`config.mk`:
```
export PLATFORM = sky130hd
export DESIGN_NAME = opm_top
export DESIGN_NICKNAME = d
export VERILOG_FILES = /design/src/opm_pkg.sv /design/src/opm_beat_if.sv /design/src/opm_top.sv /design/src/opm_idb_writer.sv /design/src/opm_data_buffer.sv /design/src/opm_ctrl.sv
export VERILOG_INCLUDE_DIRS = /design/src
export SDC_FILE = /design/constraint.sdc
export NUM_CORES = 1
export LEC_CHECK = 0
export BUFFER_PORTS_ARGS = -buffer_cell sky130_fd_sc_hd__clkbuf_2
export CAP_MARGIN = 15
export CORE_ASPECT_RATIO = 0.5
export CORE_MARGIN = 3
export CORE_UTILIZATION = 43
export CTS_BUF_LIST = sky130_fd_sc_hd__clkbuf_4
export DETAILED_ROUTE_END_ITERATION = 10
export PLACE_DENSITY = 0.6
export SLEW_MARGIN = 10
export SYNTH_ARGS = -nofsm -noshare
export SYNTH_HDL_FRONTEND = slang
export SYNTH_SLANG_ARGS = --single-unit
```
`constraint.sdc`:
```
create_clock -name clk -period 20.2 [get_ports clk]
set_input_delay 3.03 -clock clk [delete_from_list [all_inputs] [get_ports clk]]
set_output_delay 3.03 -clock clk [all_outputs]
set_load 0.01 [all_outputs]
```
`src/opm_defs.svh`:
```
`ifndef OPM_DEFS_SVH
`define OPM_DEFS_SVH

// lane count and value width
`define OPM_NUM_PE      4
`define OPM_ACT_BW      16

// largest m and n of a layer
`define OPM_MAX_M       8
`define OPM_MAX_N       32

// DRAM data buffer entries
`define OPM_DDB_DEPTH   8

// beat counter, wide enough for MAX_M*MAX_N
`define OPM_CNT_BW      8

// IDB holds MAX_M*MAX_N/NUM_PE words per region, two regions
`define OPM_IDB_AW      7

// IDB region bases
`define OPM_IDB_A_BASE  0
`define OPM_IDB_DZ_BASE 0
`define OPM_IDB_DA_BASE 64

`endif
```
`src/opm_pkg.sv`:
```
`include "opm_defs.svh"

package opm_pkg;

    // one activation or accumulator word
    typedef logic [`OPM_ACT_BW-1:0] act_t;
    // all lanes side by side, lane 0 in the low bits
    typedef logic [`OPM_NUM_PE*`OPM_ACT_BW-1:0] lane_vec_t;
    typedef logic [`OPM_NUM_PE-1:0] lane_mask_t;

    typedef logic [`OPM_CNT_BW-1:0] beat_cnt_t;
    typedef logic [$clog2(`OPM_MAX_M)-1:0] m_cnt_t;
    typedef logic [$clog2(`OPM_MAX_N)-1:0] n1_cnt_t;
    typedef logic [`OPM_IDB_AW-1:0] idb_addr_t;

    // training stage of a run
    typedef enum logic [2:0] {
        STAGE_FP,
        STAGE_BPDZ,
        STAGE_BPDA,
        STAGE_BPDW,
        STAGE_PU
    } stage_t;

    typedef enum logic [1:0] {
        ST_IDLE,
        ST_CFG,
        ST_RUN
    } opm_state_t;

endpackage

```
`src/opm_beat_if.sv`:
```
`timescale 1ns/1ns

interface opm_beat_if;

    // accepted beat and run context, from the controller
    logic                beat_valid;
    opm_pkg::stage_t     stage;
    opm_pkg::lane_vec_t  lanes;
    opm_pkg::act_t       acc;
    opm_pkg::beat_cnt_t  beat_idx;
    logic                beat_last;
    opm_pkg::m_cnt_t     m_idx;
    opm_pkg::n1_cnt_t    n1_idx;
    logic                clear;

    // buffer status back to the controller
    logic                ddb_full;
    logic                out_done;

    modport ctrl (
        output beat_valid, stage, lanes, acc, beat_idx, beat_last, m_idx, n1_idx, clear,
        input  ddb_full, out_done
    );

    modport ddb (
        input  beat_valid, stage, lanes, acc, beat_idx, beat_last, m_idx, n1_idx, clear,
        output ddb_full, out_done
    );

    modport idb (
        input  beat_valid, stage, lanes, acc, beat_idx, beat_last, m_idx, n1_idx, clear
    );

endinterface

```
`src/opm_top.sv`:
```
`timescale 1ns/1ns

module opm_top (
    input  logic                 clk,
    input  logic                 rstn,
    input  logic                 cfg_start_i,
    input  opm_pkg::stage_t      cfg_stage_i,
    input  opm_pkg::beat_cnt_t   cfg_count_i,
    input  opm_pkg::m_cnt_t      cfg_m_i,
    input  opm_pkg::n1_cnt_t     cfg_n1_i,
    input  logic                 valid_i,
    input  opm_pkg::lane_vec_t   act_i,
    input  opm_pkg::act_t        acc_i,
    input  logic                 tready_i,
    output logic                 ready_o,
    output logic                 finish_o,
    output logic                 tvalid_o,
    output logic                 tlast_o,
    output opm_pkg::lane_vec_t   tdata_o,
    output opm_pkg::lane_mask_t  idb_wr_en_o,
    output opm_pkg::idb_addr_t   idb_addr_o,
    output opm_pkg::lane_vec_t   idb_din_o
);

    opm_beat_if beat_if ();

    opm_ctrl ctrl_inst (
        .clk         (clk),
        .rstn        (rstn),
        .cfg_start_i (cfg_start_i),
        .cfg_stage_i (cfg_stage_i),
        .cfg_count_i (cfg_count_i),
        .cfg_m_i     (cfg_m_i),
        .cfg_n1_i    (cfg_n1_i),
        .valid_i     (valid_i),
        .act_i       (act_i),
        .acc_i       (acc_i),
        .ready_o     (ready_o),
        .finish_o    (finish_o),
        .beat        (beat_if.ctrl)
    );

    // output stream side
    opm_data_buffer ddb_inst (
        .clk      (clk),
        .rstn     (rstn),
        .tready_i (tready_i),
        .tvalid_o (tvalid_o),
        .tlast_o  (tlast_o),
        .tdata_o  (tdata_o),
        .beat     (beat_if.ddb)
    );

    opm_idb_writer idb_inst (
        .clk         (clk),
        .rstn        (rstn),
        .idb_wr_en_o (idb_wr_en_o),
        .idb_addr_o  (idb_addr_o),
        .idb_din_o   (idb_din_o),
        .beat        (beat_if.idb)
    );

endmodule

```
`src/opm_idb_writer.sv`:
```
`timescale 1ns/1ns
`include "opm_defs.svh"

module opm_idb_writer (
    input  logic                 clk,
    input  logic                 rstn,
    output opm_pkg::lane_mask_t  idb_wr_en_o,
    output opm_pkg::idb_addr_t   idb_addr_o,
    output opm_pkg::lane_vec_t   idb_din_o,
    opm_beat_if.idb              beat
);

    opm_pkg::idb_addr_t  da_addr;
    opm_pkg::lane_mask_t da_mask;

    // dA is stored transposed, n1 picks the lane and the row block
    assign da_addr = opm_pkg::idb_addr_t'(`OPM_IDB_DA_BASE
                     + (beat.n1_idx / `OPM_NUM_PE) * `OPM_MAX_M + beat.m_idx);
    assign da_mask = opm_pkg::lane_mask_t'(1) << (beat.n1_idx % `OPM_NUM_PE);

    // write enables, zero on cycles without a beat
    always_ff @(posedge clk) begin
        if (!rstn) begin
            idb_wr_en_o <= '0;
        end else if (beat.beat_valid) begin
            case (beat.stage)
                opm_pkg::STAGE_FP,
                opm_pkg::STAGE_BPDZ: idb_wr_en_o <= '1;
                opm_pkg::STAGE_BPDA: idb_wr_en_o <= da_mask;
                default:             idb_wr_en_o <= '0;
            endcase
        end else begin
            idb_wr_en_o <= '0;
        end
    end

    always_ff @(posedge clk) begin
        if (beat.beat_valid) begin
            case (beat.stage)
                opm_pkg::STAGE_BPDA: begin
                    idb_addr_o <= da_addr;
                    idb_din_o  <= {`OPM_NUM_PE{beat.acc}};
                end
                opm_pkg::STAGE_BPDZ: begin
                    idb_addr_o <= opm_pkg::idb_addr_t'(`OPM_IDB_DZ_BASE + beat.beat_idx);
                    idb_din_o  <= beat.lanes;
                end
                default: begin
                    idb_addr_o <= opm_pkg::idb_addr_t'(`OPM_IDB_A_BASE + beat.beat_idx);
                    idb_din_o  <= beat.lanes;
                end
            endcase
        end
    end

endmodule

```
`src/opm_data_buffer.sv`:
```
`timescale 1ns/1ns
`include "opm_defs.svh"

module opm_data_buffer (
    input  logic                clk,
    input  logic                rstn,
    input  logic                tready_i,
    output logic                tvalid_o,
    output logic                tlast_o,
    output opm_pkg::lane_vec_t  tdata_o,
    opm_beat_if.ddb             beat
);

    localparam int DEPTH = `OPM_DDB_DEPTH;
    localparam int PTR_W = $clog2(DEPTH);

    opm_pkg::lane_vec_t mem [DEPTH];
    logic [PTR_W-1:0]   wr_ptr;
    logic [PTR_W-1:0]   rd_ptr;
    logic [PTR_W:0]     fill;

    opm_pkg::beat_cnt_t ld_cnt;
    opm_pkg::beat_cnt_t last_idx;
    logic               last_seen;

    logic               streaming;
    logic               push;
    logic               pop;
    logic               take;

    assign streaming = beat.stage inside {opm_pkg::STAGE_FP, opm_pkg::STAGE_BPDW,
                                          opm_pkg::STAGE_PU};

    assign push = beat.beat_valid && streaming;
    // refill the output register when it is empty or being taken
    assign pop  = (fill != '0) && (!tvalid_o || tready_i);
    assign take = tvalid_o && tready_i;

    assign beat.ddb_full = (fill == DEPTH[PTR_W:0]);
    assign beat.out_done = take && tlast_o;

    always_ff @(posedge clk) begin
        if (push) begin
            mem[wr_ptr] <= beat.lanes;
        end
    end

    always_ff @(posedge clk) begin
        if (!rstn || beat.clear) begin
            wr_ptr <= '0;
            rd_ptr <= '0;
            fill   <= '0;
        end else begin
            if (push) begin
                wr_ptr <= wr_ptr + 1'b1;
            end
            if (pop) begin
                rd_ptr <= rd_ptr + 1'b1;
            end
            case ({push, pop})
                2'b10:   fill <= fill + 1'b1;
                2'b01:   fill <= fill - 1'b1;
                default: fill <= fill;
            endcase
        end
    end

    // index of the final beat, known once it has been pushed
    always_ff @(posedge clk) begin
        if (!rstn || beat.clear) begin
            last_seen <= 1'b0;
            last_idx  <= '0;
        end else if (push && beat.beat_last) begin
            last_seen <= 1'b1;
            last_idx  <= beat.beat_idx;
        end
    end

    // output register and beat counter
    always_ff @(posedge clk) begin
        if (!rstn || beat.clear) begin
            tvalid_o <= 1'b0;
            tlast_o  <= 1'b0;
            ld_cnt   <= '0;
        end else if (pop) begin
            tvalid_o <= 1'b1;
            tlast_o  <= last_seen && (ld_cnt == last_idx);
            ld_cnt   <= ld_cnt + 1'b1;
        end else if (take) begin
            tvalid_o <= 1'b0;
            tlast_o  <= 1'b0;
        end
    end

    always_ff @(posedge clk) begin
        if (pop) begin
            tdata_o <= mem[rd_ptr];
        end
    end

    a_fill_bound: assert property (@(posedge clk) disable iff (!rstn)
        fill <= DEPTH[PTR_W:0]);

    // AXI-stream hold rule under back-pressure
    a_hold_stalled: assert property (@(posedge clk) disable iff (!rstn || beat.clear)
        (tvalid_o && !tready_i) |=> tvalid_o && $stable(tdata_o) && $stable(tlast_o));

endmodule

```
`src/opm_ctrl.sv`:
```
`timescale 1ns/1ns

module opm_ctrl (
    input  logic                clk,
    input  logic                rstn,
    input  logic                cfg_start_i,
    input  opm_pkg::stage_t     cfg_stage_i,
    input  opm_pkg::beat_cnt_t  cfg_count_i,
    input  opm_pkg::m_cnt_t     cfg_m_i,
    input  opm_pkg::n1_cnt_t    cfg_n1_i,
    input  logic                valid_i,
    input  opm_pkg::lane_vec_t  act_i,
    input  opm_pkg::act_t       acc_i,
    output logic                ready_o,
    output logic                finish_o,
    opm_beat_if.ctrl            beat
);

    opm_pkg::opm_state_t state;
    opm_pkg::stage_t     stage_q;
    opm_pkg::beat_cnt_t  count_q;
    opm_pkg::m_cnt_t     m_q;
    opm_pkg::n1_cnt_t    n1_q;

    opm_pkg::beat_cnt_t  beat_cnt;
    opm_pkg::m_cnt_t     m_cnt;
    opm_pkg::n1_cnt_t    n1_cnt;
    logic                in_open;
    logic                streaming;
    logic                accept;
    logic                last_in;
    logic                run_done;

    // stages that leave through the output stream
    assign streaming = stage_q inside {opm_pkg::STAGE_FP, opm_pkg::STAGE_BPDW,
                                       opm_pkg::STAGE_PU};

    assign ready_o  = (state == opm_pkg::ST_RUN) && in_open && !(streaming && beat.ddb_full);
    assign accept   = valid_i && ready_o;
    assign last_in  = (beat_cnt == count_q);
    // end of run: last output taken, or last beat accepted for IDB-only stages
    assign run_done = streaming ? beat.out_done : (accept && last_in);

    always_ff @(posedge clk) begin
        if (!rstn) begin
            state    <= opm_pkg::ST_IDLE;
            finish_o <= 1'b1;
        end else begin
            case (state)
                opm_pkg::ST_IDLE: begin
                    if (cfg_start_i && finish_o) begin
                        state    <= opm_pkg::ST_CFG;
                        finish_o <= 1'b0;
                    end
                end
                opm_pkg::ST_CFG: begin
                    state <= opm_pkg::ST_RUN;
                end
                opm_pkg::ST_RUN: begin
                    if (run_done) begin
                        state    <= opm_pkg::ST_IDLE;
                        finish_o <= 1'b1;
                    end
                end
                default: begin
                    state <= opm_pkg::ST_IDLE;
                end
            endcase
        end
    end

    // config is held by the host, latch it when the run starts
    always_ff @(posedge clk) begin
        if (state == opm_pkg::ST_IDLE && cfg_start_i && finish_o) begin
            stage_q <= cfg_stage_i;
            count_q <= cfg_count_i;
            m_q     <= cfg_m_i;
            n1_q    <= cfg_n1_i;
        end
    end

    // input counters, m wraps at cfg m and carries into n1
    always_ff @(posedge clk) begin
        if (!rstn || state == opm_pkg::ST_CFG) begin
            beat_cnt <= '0;
            m_cnt    <= '0;
            n1_cnt   <= '0;
            in_open  <= (state == opm_pkg::ST_CFG);
        end else if (accept) begin
            beat_cnt <= beat_cnt + 1'b1;
            if (last_in) begin
                in_open <= 1'b0;
            end
            if (m_cnt == m_q) begin
                m_cnt  <= '0;
                n1_cnt <= (n1_cnt == n1_q) ? '0 : n1_cnt + 1'b1;
            end else begin
                m_cnt <= m_cnt + 1'b1;
            end
        end
    end

    assign beat.beat_valid = accept;
    assign beat.stage      = stage_q;
    assign beat.lanes      = act_i;
    assign beat.acc        = acc_i;
    assign beat.beat_idx   = beat_cnt;
    assign beat.beat_last  = last_in;
    assign beat.m_idx      = m_cnt;
    assign beat.n1_idx     = n1_cnt;
    assign beat.clear      = (state == opm_pkg::ST_CFG);

    // the input window closes before the state leaves RUN
    a_ready_in_run: assert property (@(posedge clk) disable iff (!rstn)
        in_open |-> (state == opm_pkg::ST_RUN));

endmodule

```
==> reports/metrics.cfg <==
[status]
outcome = completed

[power]
power_frac_comb_pct = 4.7
seqPwrFrac_pct = 57.2
clkPwrFrac_pct = 38.1
power.leakage_nw = 10.8
power_per_cell_area_mw_per_mm2 = 92.1
p_int_w = 0.00226
ir_drop_mv = 0.0397
switching_share_pct = 22.0
switchingPower_w = 0.000638
finalPower_w = 0.00290

[clock_tree]
cts_tree = built
clockRootBuffer = clkbuf_4
cts_buffer_depth = 3
ctsResizeCount = 0
clk_latency_ns = 0.88
htreeDepth = 4
cts_buffers = 162
path_clk_slew_ns = 0.07
cts_hold_buf = 0
postCtsSetupBuffers = 0
cts.sinks = 719

[grt]
grt_usage_pct = 18.4
overflow = 0
grt_start_max_net_pins = 77
first_global_vias = 15000
antenna_found_initial = 3
grt_pass1_wl_um = 90400

[min_path]
hold_path.class = register to register

[yosys]
seq_area_frac_synth_pct = 77.5
syn_area_mm2 = 0.0272
yosysTopAreaCell = edfxtp_1
yosys.area.top_type_share_pct = 73.7
synthArstFlopShare_pct = 0
yosys_register_bits = 719
yosysWarningCount = 0
synth_edf_count = 667
synth_ff_type = edfxtp_1
syn_area_per_cell_um2 = 19.6
synth.area.top_cells = edfxtp_1 74%, mux4_2 11%, dfxtp_1 3.8%, mux2_2 2.7%, nand2_1 2.6%
syn_nets = 1502
ys_types = 49
synthCells = 1386

[routing]
drtAntennaViolNets = 0
vias = 14000
routed_wl_um = 60500
drt_iter0_markers = 1044
dr.pass1.iters = 5
vias_per_cell = 5.20
wl_per_cell_um = 22.4
drcViolationCount = 0

[timing]
fin_crit_sh_pct = 26.6
drv_slew = 0
finalSetupViolCount = 0
relSlewSlack_pct = 21.8
fin_crit_ns = 5.37
hold_viol = 0
grt_setup_unrepaired = no
worst_pin_slew_ns = 1.17
fin_skew_ns = 0.0467
setup_tns_ns = 0
timing.hold.ws_ns = 0.481
fmax_mhz = 186

[placed_design]
hpwlAfterDp_um = 35400
dp_cells = 2417
port_buffers = 246
gp_congestion = 0.789

[layout]
post-route-util_pct = 50.9
layoutNonFillerInstCount = 2699
mostFrequentLayoutCell = edfxtp_1
drive_gt1_share_pct = 39.0
fin_nets = 1874
final_cell_mix = 667 x edfxtp_1, 246 x clkbuf_2, 235 x clkbuf_4
syn_to_final_growth_pct = 15.7

[floorplanning]
start_util_pct = 44.0
chipHeight_um = 184
die-area_mm2 = 0.0664
io_pins = 247
core_mm2 = 0.0618
die_w_um = 362
floorplan.rows = 64

[worst_setup_path]
critical_path_class = register to primary output
worstPathRequired_ns = 17.17
cp.arrival_ns = 2.34
end_kind = primary output
startpoint_type = register
crit_fanout = 9

[job]
max-cap-violations = 0

==> final cells by class <==
class / count / area (µm²)
multi-input combinational: 603 / 5900
antenna: 3 / 7.51
tap: 825 / 1030
clock inverter: 42 / 231
inverter: 6 / 22.5
sequential: 719 / 21100
fill: 5096 / 30400
timing repair buffer: 266 / 1410
clock buffer: 235 / 1760
==> power by group through the flow <==
stage | registers [W] | clock network, W | logic (W)
after floorplan | 0.00169 | 0 | 0.0000765
after global placement | 0.00169 | 0 | 0.000133
after detailed placement | 0.00169 | 0 | 0.000137
after CTS | 0.00166 | 0.00114 | 0.000138
after global routing | 0.00166 | 0.00122 | 0.000149
final | 0.00166 | 0.00110 | 0.000136
==> through the flow <==
stage | setup slack, ns | area (µm²)
floorplan | 9.40 | 27200
global placement | 14.44 | 29400
detailed placement | 14.38 | 29400
CTS | 14.71 | 31400
global route | 14.61 | 31500
finish | 14.83 | 31500
==> logic make-up (layout without fill, tap and decap cells) <==
| group | Yosys count | in the layout | synth area share, % |
|---|---|---|---|
| flops | 719 | 719 | 77.5 |
| fa+ha+maj | 12 | 12 | 0.552 |
| xor+xnor | 47 | 47 | 1.51 |
| simple gates | 308 | 308 | 5.17 |
| other cells | 0 | 3 | 0 |
| buf+inv | 64 | 549 | 0.985 |
| compound gates | 40 | 40 | 0.843 |
| mux | 196 | 196 | 13.4 |
==> sequential cells by signal, indices dropped and copies added (netlist names), 4 cells and up <==
signal / cells
ctrl_inst.beat.beat_idx: 8
ctrl_inst.beat.n1_idx: 5
ctrl_inst.count_q: 8
ctrl_inst.n1_q: 5
ddb_inst.fill: 4
ddb_inst.last_idx: 8
ddb_inst.ld_cnt: 8
ddb_inst.mem: 512
ddb_inst.tdata_o: 64
idb_inst.idb_addr_o: 7
idb_inst.idb_din_o: 64
idb_inst.idb_wr_en_o: 4
==> cells in the mapped netlist (12+ instances only) <==
cell type,n
a21oi_1,15
buf_2,16
clkbuf_1,37
dfxtp_1,52
edfxtp_1,667
ha_1,12
mux2_2,64
mux4_2,128
nand2_1,190
nand3_1,21
nor2_1,32
o21ai_0,16
xnor2_1,25
xor2_1,22
==> per-layer routing <==
layer	global-route usage [%]	up-vias	share of wire [%]
li1	-	6303	-
met1	23.7	7203	41
met2	30.8	445	50
met3	5.19	81	6.7
met4	5.26	2	1.4
met5	0	-	0.018
==> final timing paths <==
path	depth (start not counted)	from	slack, ns	end
min reg2reg	2	ddb_inst.last_idx[6]$_SDFFE_PP0P_	0.48	ddb_inst.last_idx[6]$_SDFFE_PP0P_
max reg2reg	6	ctrl_inst.beat.stage[0]$_DFFE_PP_	17.01	ddb_inst.mem[2][28]$_DFFE_PP_
min	2	ddb_inst.last_idx[6]$_SDFFE_PP0P_	0.48	ddb_inst.last_idx[6]$_SDFFE_PP0P_
max	4	ddb_inst.fill[1]$_SDFFE_PP0P_	14.83	ready_o
==> critical path, stage by stage (launching register included) <==
cell	delay (ns)
dfxtp_1	0.40
nor4b_1	0.40
o21a_1	0.43
nor3_1	0.11
clkbuf_2	0.15
Note: power is estimated with default switching activity, not from simulation.
